`config.mk`:
```
export PLATFORM = sky130hd
export DESIGN_NAME = rvCore
export DESIGN_NICKNAME = d
export VERILOG_FILES = /design/src/source/rvPkg.sv /design/src/source/pipeStageReg.sv /design/src/source/instrDecoder.sv /design/src/source/regFile.sv /design/src/source/aluUnit.sv /design/src/source/hazardUnit.sv /design/src/source/rvCore.sv
export SDC_FILE = /design/constraint.sdc
export NUM_CORES = 2
export LEC_CHECK = 0
export CAP_MARGIN = 30
export CORE_MARGIN = 3
export CORE_UTILIZATION = 30
export DETAILED_ROUTE_END_ITERATION = 10
export DONT_BUFFER_PORTS = 1
export HOLD_SLACK_MARGIN = 0.05
export PLACE_DENSITY = 0.54
export SLEW_MARGIN = 20
export SYNTH_ARGS = -nofsm -noshare
export SYNTH_HDL_FRONTEND = slang
export SYNTH_HIERARCHICAL = 1
export SYNTH_SLANG_ARGS = --single-unit
```
`constraint.sdc`:
```
create_clock -name clk -period 14.7 [get_ports clk]
set_clock_uncertainty 0.2 [all_clocks]
set_input_delay 0.735 -clock clk [delete_from_list [all_inputs] [get_ports clk]]
set_output_delay 0.735 -clock clk [all_outputs]
set_load 0.03 [all_outputs]
```
`src/source/rvPkg.sv`:
```
`default_nettype none

package rvPkg;

	localparam int xlen = 32;
	localparam int regAddrW = 5;

	// major opcodes
	localparam logic [6:0] opLoad = 7'b0000011;
	localparam logic [6:0] opStore = 7'b0100011;
	localparam logic [6:0] opRtype = 7'b0110011;
	localparam logic [6:0] opItype = 7'b0010011;
	localparam logic [6:0] opBranch = 7'b1100011;
	localparam logic [6:0] opJal = 7'b1101111;
	localparam logic [6:0] opJalr = 7'b1100111;
	localparam logic [6:0] opLui = 7'b0110111;
	localparam logic [6:0] opAuipc = 7'b0010111;

	// funct3 for branches
	localparam logic [2:0] f3Beq = 3'b000;
	localparam logic [2:0] f3Bne = 3'b001;
	localparam logic [2:0] f3Blt = 3'b100;
	localparam logic [2:0] f3Bge = 3'b101;
	localparam logic [2:0] f3Bltu = 3'b110;
	localparam logic [2:0] f3Bgeu = 3'b111;

	// funct3 for the ALU groups, shared by register and immediate forms
	localparam logic [2:0] f3AddSub = 3'b000;
	localparam logic [2:0] f3Sll = 3'b001;
	localparam logic [2:0] f3Slt = 3'b010;
	localparam logic [2:0] f3Sltu = 3'b011;
	localparam logic [2:0] f3Xor = 3'b100;
	localparam logic [2:0] f3SrlSra = 3'b101;
	localparam logic [2:0] f3Or = 3'b110;
	localparam logic [2:0] f3And = 3'b111;

	// word-sized memory access and jalr
	localparam logic [2:0] f3Word = 3'b010;
	localparam logic [2:0] f3Jalr = 3'b000;

	// forwarding selects
	localparam logic [1:0] fwdNone = 2'b00;
	localparam logic [1:0] fwdWb = 2'b01;
	localparam logic [1:0] fwdMem = 2'b10;

	typedef logic [xlen-1:0] word_t;
	typedef logic [regAddrW-1:0] regIdx_t;

	typedef enum logic [3:0] {
		aluAdd, aluSub, aluAnd, aluOr, aluXor, aluSll, aluSrl, aluSra,
		aluSlt, aluSltu, aluEq, aluNe, aluLt, aluGe, aluLtu, aluGeu
	} aluOp_e;

	typedef enum logic [1:0] {resAlu, resMem, resPc4} resultSrc_e;

	typedef enum logic [1:0] {aReg, aZero, aPc} aSrc_e;

	typedef struct packed {
		logic regWrite;
		resultSrc_e resultSrc;
		logic memWrite;
		logic jump;
		logic branch;
		aSrc_e aSrc;
		logic bFromImm;
		logic targetFromReg;
		aluOp_e aluOp;
	} ctrl_t;

	typedef struct packed {
		word_t instr;
		word_t pc;
		word_t pcPlus4;
	} ifId_t;

	typedef struct packed {
		ctrl_t ctrl;
		word_t rs1Val;
		word_t rs2Val;
		word_t pc;
		word_t imm;
		word_t pcPlus4;
		regIdx_t rd;
		regIdx_t rs1;
		regIdx_t rs2;
	} idEx_t;

	typedef struct packed {
		logic regWrite;
		resultSrc_e resultSrc;
		logic memWrite;
		word_t aluResult;
		word_t storeData;
		word_t pcPlus4;
		regIdx_t rd;
	} exMem_t;

	typedef struct packed {
		logic regWrite;
		resultSrc_e resultSrc;
		word_t aluResult;
		word_t loadData;
		word_t pcPlus4;
		regIdx_t rd;
	} memWb_t;

	typedef struct packed {
		word_t addr;
		word_t wdata;
		logic write;
	} dmemReq_t;

endpackage

`default_nettype wire

```
`src/source/pipeStageReg.sv`:
```
`timescale 1ns/1ps
`default_nettype none

module pipeStageReg #(
	parameter type payload_t = logic
) (
	input logic clk,
	input logic rst,
	input logic stall,
	input logic flush,
	input payload_t d,
	output payload_t q
);

	// flush beats stall so a held slot can still become a bubble
	always_ff @(posedge clk) begin
		if (rst || flush)
			q <= '0;
		else if (!stall)
			q <= d;
	end

endmodule

`default_nettype wire

```
`src/source/instrDecoder.sv`:
```
`timescale 1ns/1ps
`default_nettype none

module instrDecoder
	import rvPkg::*;
(
	input word_t instr,
	output ctrl_t ctrl,
	output word_t imm
);

	logic [6:0] opcode;
	logic [2:0] funct3;
	logic alt;
	word_t immI, immShift, immS, immB, immJ, immU;
	aluOp_e arithOp;
	aluOp_e branchOp;
	logic branchOk;

	assign opcode = instr[6:0];
	assign funct3 = instr[14:12];
	// funct7 bit 5 picks sub and sra
	assign alt = instr[30];

	assign immI = {{20{instr[31]}}, instr[31:20]};
	assign immShift = {27'b0, instr[24:20]};
	assign immS = {{20{instr[31]}}, instr[31:25], instr[11:7]};
	assign immB = {{20{instr[31]}}, instr[7], instr[30:25], instr[11:8], 1'b0};
	assign immJ = {{12{instr[31]}}, instr[19:12], instr[20], instr[30:21], 1'b0};
	assign immU = {instr[31:12], 12'b0};

	// sub exists only in register form, sra in both
	always_comb begin
		case (funct3)
			f3AddSub: arithOp = (opcode == opRtype && alt) ? aluSub : aluAdd;
			f3Sll: arithOp = aluSll;
			f3Slt: arithOp = aluSlt;
			f3Sltu: arithOp = aluSltu;
			f3Xor: arithOp = aluXor;
			f3SrlSra: arithOp = alt ? aluSra : aluSrl;
			f3Or: arithOp = aluOr;
			f3And: arithOp = aluAnd;
			default: arithOp = aluAdd;
		endcase
	end

	always_comb begin
		branchOk = 1'b1;
		case (funct3)
			f3Beq: branchOp = aluEq;
			f3Bne: branchOp = aluNe;
			f3Blt: branchOp = aluLt;
			f3Bge: branchOp = aluGe;
			f3Bltu: branchOp = aluLtu;
			f3Bgeu: branchOp = aluGeu;
			default: begin
				branchOp = aluAdd;
				branchOk = 1'b0;
			end
		endcase
	end

	// anything not matched below stays a bubble
	always_comb begin
		ctrl = '0;
		imm = '0;
		case (opcode)
			opLoad: if (funct3 == f3Word) begin
				ctrl.regWrite = 1'b1;
				ctrl.resultSrc = resMem;
				ctrl.bFromImm = 1'b1;
				imm = immI;
			end
			opStore: if (funct3 == f3Word) begin
				ctrl.memWrite = 1'b1;
				ctrl.bFromImm = 1'b1;
				imm = immS;
			end
			opRtype: begin
				ctrl.regWrite = 1'b1;
				ctrl.aluOp = arithOp;
			end
			opItype: begin
				ctrl.regWrite = 1'b1;
				ctrl.bFromImm = 1'b1;
				ctrl.aluOp = arithOp;
				imm = (funct3 == f3Sll || funct3 == f3SrlSra) ? immShift : immI;
			end
			opBranch: if (branchOk) begin
				ctrl.branch = 1'b1;
				ctrl.aluOp = branchOp;
				imm = immB;
			end
			opJal: begin
				ctrl.regWrite = 1'b1;
				ctrl.resultSrc = resPc4;
				ctrl.jump = 1'b1;
				imm = immJ;
			end
			opJalr: if (funct3 == f3Jalr) begin
				ctrl.regWrite = 1'b1;
				ctrl.resultSrc = resPc4;
				ctrl.jump = 1'b1;
				ctrl.targetFromReg = 1'b1;
				imm = immI;
			end
			opLui: begin
				ctrl.regWrite = 1'b1;
				ctrl.aSrc = aZero;
				ctrl.bFromImm = 1'b1;
				imm = immU;
			end
			opAuipc: begin
				ctrl.regWrite = 1'b1;
				ctrl.aSrc = aPc;
				ctrl.bFromImm = 1'b1;
				imm = immU;
			end
			default: ;
		endcase
	end

endmodule

`default_nettype wire

```
`src/source/regFile.sv`:
```
`timescale 1ns/1ps
`default_nettype none

module regFile
	import rvPkg::*;
(
	input logic clk,
	input logic rst,
	input regIdx_t rs1,
	input regIdx_t rs2,
	input regIdx_t rd,
	input logic we,
	input word_t wdata,
	output word_t rdata1,
	output word_t rdata2
);

	word_t regs [1:31];

	// x0 reads zero, a same-cycle write bypasses the array
	function automatic word_t readPort(input regIdx_t idx);
		if (idx == '0)
			return '0;
		if (we && idx == rd)
			return wdata;
		return regs[idx];
	endfunction

	always_ff @(posedge clk) begin
		if (rst) begin
			for (int i = 1; i < 32; i++)
				regs[i] <= '0;
		end else if (we && rd != '0) begin
			regs[rd] <= wdata;
		end
	end

	always_comb begin
		rdata1 = readPort(rs1);
		rdata2 = readPort(rs2);
	end

endmodule

`default_nettype wire

```
`src/source/aluUnit.sv`:
```
`timescale 1ns/1ps
`default_nettype none

module aluUnit
	import rvPkg::*;
(
	input aluOp_e op,
	input word_t a,
	input word_t b,
	output word_t result,
	output logic branchTaken
);

	logic [4:0] shamt;
	logic lessS;
	logic lessU;
	logic equal;

	assign shamt = b[4:0];
	assign lessS = $signed(a) < $signed(b);
	assign lessU = a < b;
	assign equal = a == b;

	always_comb begin
		result = '0;
		branchTaken = 1'b0;
		case (op)
			aluAdd: result = a + b;
			aluSub: result = a - b;
			aluAnd: result = a & b;
			aluOr: result = a | b;
			aluXor: result = a ^ b;
			aluSll: result = a << shamt;
			aluSrl: result = a >> shamt;
			aluSra: result = $signed(a) >>> shamt;
			aluSlt: result = word_t'(lessS);
			aluSltu: result = word_t'(lessU);
			// branch compares only drive the condition
			aluEq: branchTaken = equal;
			aluNe: branchTaken = !equal;
			aluLt: branchTaken = lessS;
			aluGe: branchTaken = !lessS;
			aluLtu: branchTaken = lessU;
			aluGeu: branchTaken = !lessU;
			default: result = a + b;
		endcase
	end

endmodule

`default_nettype wire

```
`src/source/hazardUnit.sv`:
```
`timescale 1ns/1ps
`default_nettype none

module hazardUnit
	import rvPkg::*;
(
	input regIdx_t rs1D,
	input regIdx_t rs2D,
	input regIdx_t rs1E,
	input regIdx_t rs2E,
	input regIdx_t rdE,
	input logic loadE,
	input regIdx_t rdM,
	input logic regWriteM,
	input regIdx_t rdW,
	input logic regWriteW,
	input logic redirect,
	output logic [1:0] fwdA,
	output logic [1:0] fwdB,
	output logic stall,
	output logic flushD,
	output logic flushE
);

	// the younger producer in memory wins over writeback
	function automatic logic [1:0] fwdSel(input regIdx_t rs, input regIdx_t rdMem,
		input logic weMem, input regIdx_t rdWb, input logic weWb);
		if (rs == '0)
			return fwdNone;
		if (weMem && rs == rdMem)
			return fwdMem;
		if (weWb && rs == rdWb)
			return fwdWb;
		return fwdNone;
	endfunction

	assign fwdA = fwdSel(rs1E, rdM, regWriteM, rdW, regWriteW);
	assign fwdB = fwdSel(rs2E, rdM, regWriteM, rdW, regWriteW);

	// load result is not ready until writeback, hold decode one cycle
	assign stall = loadE && rdE != '0 && (rs1D == rdE || rs2D == rdE);

	assign flushD = redirect;
	assign flushE = stall || redirect;

endmodule

`default_nettype wire

```
`src/source/rvCore.sv`:
```
`timescale 1ns/1ps
`default_nettype none

module rvCore
	import rvPkg::*;
(
	input logic clk,
	input logic rst,
	input word_t bootAddr,
	output word_t imemAddr,
	input word_t imemData,
	output dmemReq_t dmemReq,
	input word_t dmemRdata
);

	word_t pc, pcPlus4, pcNext;
	ifId_t ifIdNext, ifId;
	idEx_t idExNext, idEx;
	exMem_t exMemNext, exMem;
	memWb_t memWbNext, memWb;

	ctrl_t ctrlD;
	word_t immD, rs1ValD, rs2ValD;
	regIdx_t rs1D, rs2D, rdD;

	logic [1:0] fwdA, fwdB;
	logic stall, flushD, flushE;
	word_t fwdValM, rs1ValE, rs2ValE, srcA, srcB, aluResult, targetBase, target;
	logic branchTaken, redirect;
	word_t resultW;

	// fetch
	assign pcPlus4 = pc + word_t'(4);
	assign pcNext = redirect ? target : pcPlus4;
	assign imemAddr = pc;

	always_ff @(posedge clk) begin
		if (rst)
			pc <= bootAddr;
		else if (!stall)
			pc <= pcNext;
	end

	assign ifIdNext = '{instr: imemData, pc: pc, pcPlus4: pcPlus4};

	pipeStageReg #(.payload_t(ifId_t)) u_ifIdReg (
		.clk(clk), .rst(rst), .stall(stall), .flush(flushD), .d(ifIdNext), .q(ifId)
	);

	// decode
	assign rs1D = ifId.instr[19:15];
	assign rs2D = ifId.instr[24:20];
	assign rdD = ifId.instr[11:7];

	instrDecoder u_instrDecoder (.instr(ifId.instr), .ctrl(ctrlD), .imm(immD));

	regFile u_regFile (
		.clk(clk), .rst(rst), .rs1(rs1D), .rs2(rs2D), .rd(memWb.rd),
		.we(memWb.regWrite), .wdata(resultW), .rdata1(rs1ValD), .rdata2(rs2ValD)
	);

	assign idExNext = '{ctrl: ctrlD, rs1Val: rs1ValD, rs2Val: rs2ValD, pc: ifId.pc,
		imm: immD, pcPlus4: ifId.pcPlus4, rd: rdD, rs1: rs1D, rs2: rs2D};

	pipeStageReg #(.payload_t(idEx_t)) u_idExReg (
		.clk(clk), .rst(rst), .stall(1'b0), .flush(flushE), .d(idExNext), .q(idEx)
	);

	// execute
	// jal/jalr in memory forward their link value
	assign fwdValM = (exMem.resultSrc == resPc4) ? exMem.pcPlus4 : exMem.aluResult;

	assign rs1ValE = (fwdA == fwdMem) ? fwdValM : (fwdA == fwdWb) ? resultW : idEx.rs1Val;
	assign rs2ValE = (fwdB == fwdMem) ? fwdValM : (fwdB == fwdWb) ? resultW : idEx.rs2Val;

	always_comb begin
		case (idEx.ctrl.aSrc)
			aZero: srcA = '0;
			aPc: srcA = idEx.pc;
			default: srcA = rs1ValE;
		endcase
	end

	assign srcB = idEx.ctrl.bFromImm ? idEx.imm : rs2ValE;

	aluUnit u_aluUnit (
		.op(idEx.ctrl.aluOp), .a(srcA), .b(srcB), .result(aluResult),
		.branchTaken(branchTaken)
	);

	// jalr clears bit 0 of its target
	assign targetBase = idEx.ctrl.targetFromReg ? rs1ValE : idEx.pc;
	assign target = (targetBase + idEx.imm) & ~word_t'(1);
	assign redirect = (branchTaken && idEx.ctrl.branch) || idEx.ctrl.jump;

	hazardUnit u_hazardUnit (
		.rs1D(rs1D), .rs2D(rs2D), .rs1E(idEx.rs1), .rs2E(idEx.rs2), .rdE(idEx.rd),
		.loadE(idEx.ctrl.resultSrc == resMem), .rdM(exMem.rd), .regWriteM(exMem.regWrite),
		.rdW(memWb.rd), .regWriteW(memWb.regWrite), .redirect(redirect),
		.fwdA(fwdA), .fwdB(fwdB), .stall(stall), .flushD(flushD), .flushE(flushE)
	);

	assign exMemNext = '{regWrite: idEx.ctrl.regWrite, resultSrc: idEx.ctrl.resultSrc,
		memWrite: idEx.ctrl.memWrite, aluResult: aluResult, storeData: rs2ValE,
		pcPlus4: idEx.pcPlus4, rd: idEx.rd};

	pipeStageReg #(.payload_t(exMem_t)) u_exMemReg (
		.clk(clk), .rst(rst), .stall(1'b0), .flush(1'b0), .d(exMemNext), .q(exMem)
	);

	// memory
	assign dmemReq = '{addr: exMem.aluResult, wdata: exMem.storeData, write: exMem.memWrite};

	assign memWbNext = '{regWrite: exMem.regWrite, resultSrc: exMem.resultSrc,
		aluResult: exMem.aluResult, loadData: dmemRdata, pcPlus4: exMem.pcPlus4,
		rd: exMem.rd};

	pipeStageReg #(.payload_t(memWb_t)) u_memWbReg (
		.clk(clk), .rst(rst), .stall(1'b0), .flush(1'b0), .d(memWbNext), .q(memWb)
	);

	// writeback
	always_comb begin
		case (memWb.resultSrc)
			resMem: resultW = memWb.loadData;
			resPc4: resultW = memWb.pcPlus4;
			default: resultW = memWb.aluResult;
		endcase
	end

endmodule

`default_nettype wire

```
==> results by group <==
Clocking
  • Clk_lat worst skew: between 800 and 900 ps
  • CTS buffer count: 180
  • Clk slew on worst S/H paths: ~60 ps
  • Post-CTS Setup Bufs: 0
  • CTS Sinks: 1550
  • Root Buffer: clkbuf_16
  • Clock buffer depth: 4
  • TritonCTS clock tree: yes
  • CTS HTree Levels: 4

Die
  • I/O pins: 195
  • Core ar.: 298000 um^2
  • Die ar.: between 300000 and 400000 um^2
  • Core Rows: 200
  • Chip Height: about 550 um
  • Starting Density: a little under a third
  • Die Span X: around 550 um

Power and ir drop
  • Worst vdd ir: around 94 uV
  • Pleak: 36.7 nW
  • Total power: 0.0109 W
  • PwrDens: 108 nW/um^2

GRT
  • Met1 Resource Use GR: 32.9%
  • Number of global-route vias before repair: around 64000
  • Met2 GRT Util: a little over a third
  • Layer with the highest usage: met2
  • First-pass GRT wire length: 523 mm
  • Largest net degree at the start of global routing: between 150 and 200
  • GR Overflow Total: 0
  • Met3 Use GR: under 10%
  • All-Layer GR Usage: 23.7%
  • Initial antenna violation count: 30

Cells and area
  • Nets: 7886
  • Area grow syn2layout: 11.8%
  • Share of cells above drive strength 1: 16.1%
  • Layout fillers: 29500

Route
  • Detail Route Antenna Nets: 0
  • WL per Instance: 32.2 um
  • Vias/cell: 5.80
  • Iter 0 DRT Violations: 9003
  • Via count: 68100
  • Post-Route WL: 378 mm
  • DRT Pass-1 Iters: 8
  • DRC Markers: 0

Worst setup path
  • Crit-path most repeated cell: buf_4
  • CP max FO: 68
  • Worst r2r src: u_memWbReg/q[3]$_SDFFE_PP0N_
  • CP bufs+invs: 7
  • Worst path slowest cell: dfxtp_1
  • Largest stage delay on the critical path: between 600 and 700 ps
  • Crit path launch: u_memWbReg/q[3]$_SDFFE_PP0N_
  • CP required: 15200 ps
  • Crit end category: flip-flop
  • Setup crit start kind: flip-flop
  • Crit-path leading delay family: compound AO/OA/AOI/OAI gates
  • Critical path type: reg -> reg
  • Worst EP arrival: between 10000 and 15000 ps

Logic synthesis
  • Most common cell in the netlist: edfxtp_1
  • Yosys warns: 6
  • Most common library cells after synthesis: 1056 x edfxtp_1, 1009 x and2_1, 883 x mux2i_1
  • #FFs+latches synth: 1550
  • Post-synth EDFFs: 1056
  • Sequential area share after synthesis: 46.2%
  • Synthesized area: 90100 um^2
  • Top-area cell type share of the netlist area: between 30% and 40%
  • Synth area leaders: edfxtp_1 35%, mux4_2 11%, dfxtp_1 11%
  • Syn Area/Cell: 11.6 um^2
  • Netlist cell types: 109
  • Area leader, netlist: edfxtp_1
  • Ys flop type: edfxtp_1
  • FFs w/ async S/R, synth: 0%
  • Synth Instances: between 7000 and 8000

Timing
  • F_max: 101 MHz
  • Worst-margin pin slew: 1190 ps
  • TNS Setup: 0 ps
  • Final slew viol count: 0
  • Fin crit period: 9930 ps
  • Setup-failing EPs final: 0
  • RSZ-0062 raised after global routing: false
  • Max_slew headroom: between 20% and 30%
  • Final period utilization: 67.6%
  • Final hold vios: 0

Run
  • Max-cap violations: 0

Hold path
  • Worst Min Path Start: bootAddr[29]
  • Hold Crit Class: in -> reg

Status
  • Status: complete, no violations

Placed design
  • GP Congestion: 0.965
  • DP Wirelength: 259 mm
  • Port Buffers: 0
## state kept, by name, summed over array words and instances (netlist names)
register        cells
u_ifIdReg/q        96
u_exMemReg/q      105
u_memWbReg/q      104
imemAddr           32
u_idExReg/q       189
u_regFile/regs   1024
## cell type report
class,instances,area [um^2],area share [%]
multi-input cells,5435,45000,44.7
flip-flops and latches,1550,41600,41.3
well taps,3939,4930,4.89
clock buffers,233,4920,4.89
repair buffers,356,3050,3.03
clock inverters,86,658,0.653
inverters,125,469,0.466
diodes,19,47.5,0.0472
## metal layers
metal	vias to the layer above	wire length (um)
met5	-	115
met4	16	16100
met3	628	37900
met2	3817	165000
met1	34900	159000
li1	28700	-
## worst reg2reg max path: cells and delay by family, from the launching register on
kind	cells	cell delay, ps
and+or+nand+nor	5	1460
AOI/OAI and AO/OA	15	3710
DFF	1	630
adders and majority gates	2	700
buffers and inverters	7	2980
xor gates and xnor gates	1	130
## where the power goes
group	switching [W]	internal [W]
Combinational	0.000992	0.000547
Sequential	0.000185	0.00481
Clock	0.00188	0.00251
Total	0.00305	0.00787
## worst paths after layout
| path | cells after the start | endpoint | slack [ps] |
|---|---|---|---|
| max | 30 | u_idExReg/q[183]$_SDFFE_PP0N_ | 4770 |
| min | 2 | imemAddr[29]$_DFFE_PP_ | 140 |
| max reg2reg | 30 | u_idExReg/q[183]$_SDFFE_PP0N_ | 4770 |
| min reg2reg | 2 | u_exMemReg/q[23]$_SDFFE_PP0N_ | 290 |
## repair_timing
| action | CTS | global route |
|---|---|---|
| gates resized for setup | 0 | 0 |
| hold endpoints to repair | 109 | 0 |
| hold buffers | 105 | 0 |
## per-stage QoR
step / cells / cell area, um^2 / setup WS (ps) / util [%] / hold slack [ps]
after global placement: 11300 / 94000 / 4960 / 31.5 / 272
after global routing: 11700 / 101000 / 4160 / 33.8 / 88.1
final: 11700 / 101000 / 4770 / 33.8 / 135
after CTS: 11700 / 101000 / 5100 / 33.8 / 53.1
after detailed placement: 11300 / 94100 / 5120 / 31.6 / 284
after floorplan: 7829 / 90300 / 7580 / - / 260
## cells by family after synthesis
group / count (synthesis) / synth area share [%]
AO/OA/AOI/OAI: 1316 / 10.3
XOR/XNOR: 114 / 1.11
adder cells (fa/ha/maj): 140 / 1.97
buffers and inverters: 844 / 4.42
flip-flops: 1550 / 46.2
multiplexers: 1430 / 22.1
other: 2 / 0.00833
AND/OR/NAND/NOR: 2398 / 13.9
## cell usage in the layout (no fill, tap or decap), types with 93 or more instances in the layout
master         count
a211oi_1          97
a21oi_1          288
a22o_1            93
a22oi_1          171
and2_1          1010
buf_4            241
clkbuf_16        185
dfxtp_1          484
dlygate4sd3_1    104
edfxtp_1        1056
ha_1             135
inv_1            114
mux2_2           103
mux2i_1          883
mux4_2           440
nand2_1          224
nor2_1           730
o21ai_0          107
No activity file was read; power rests on OpenSTA's default activity.
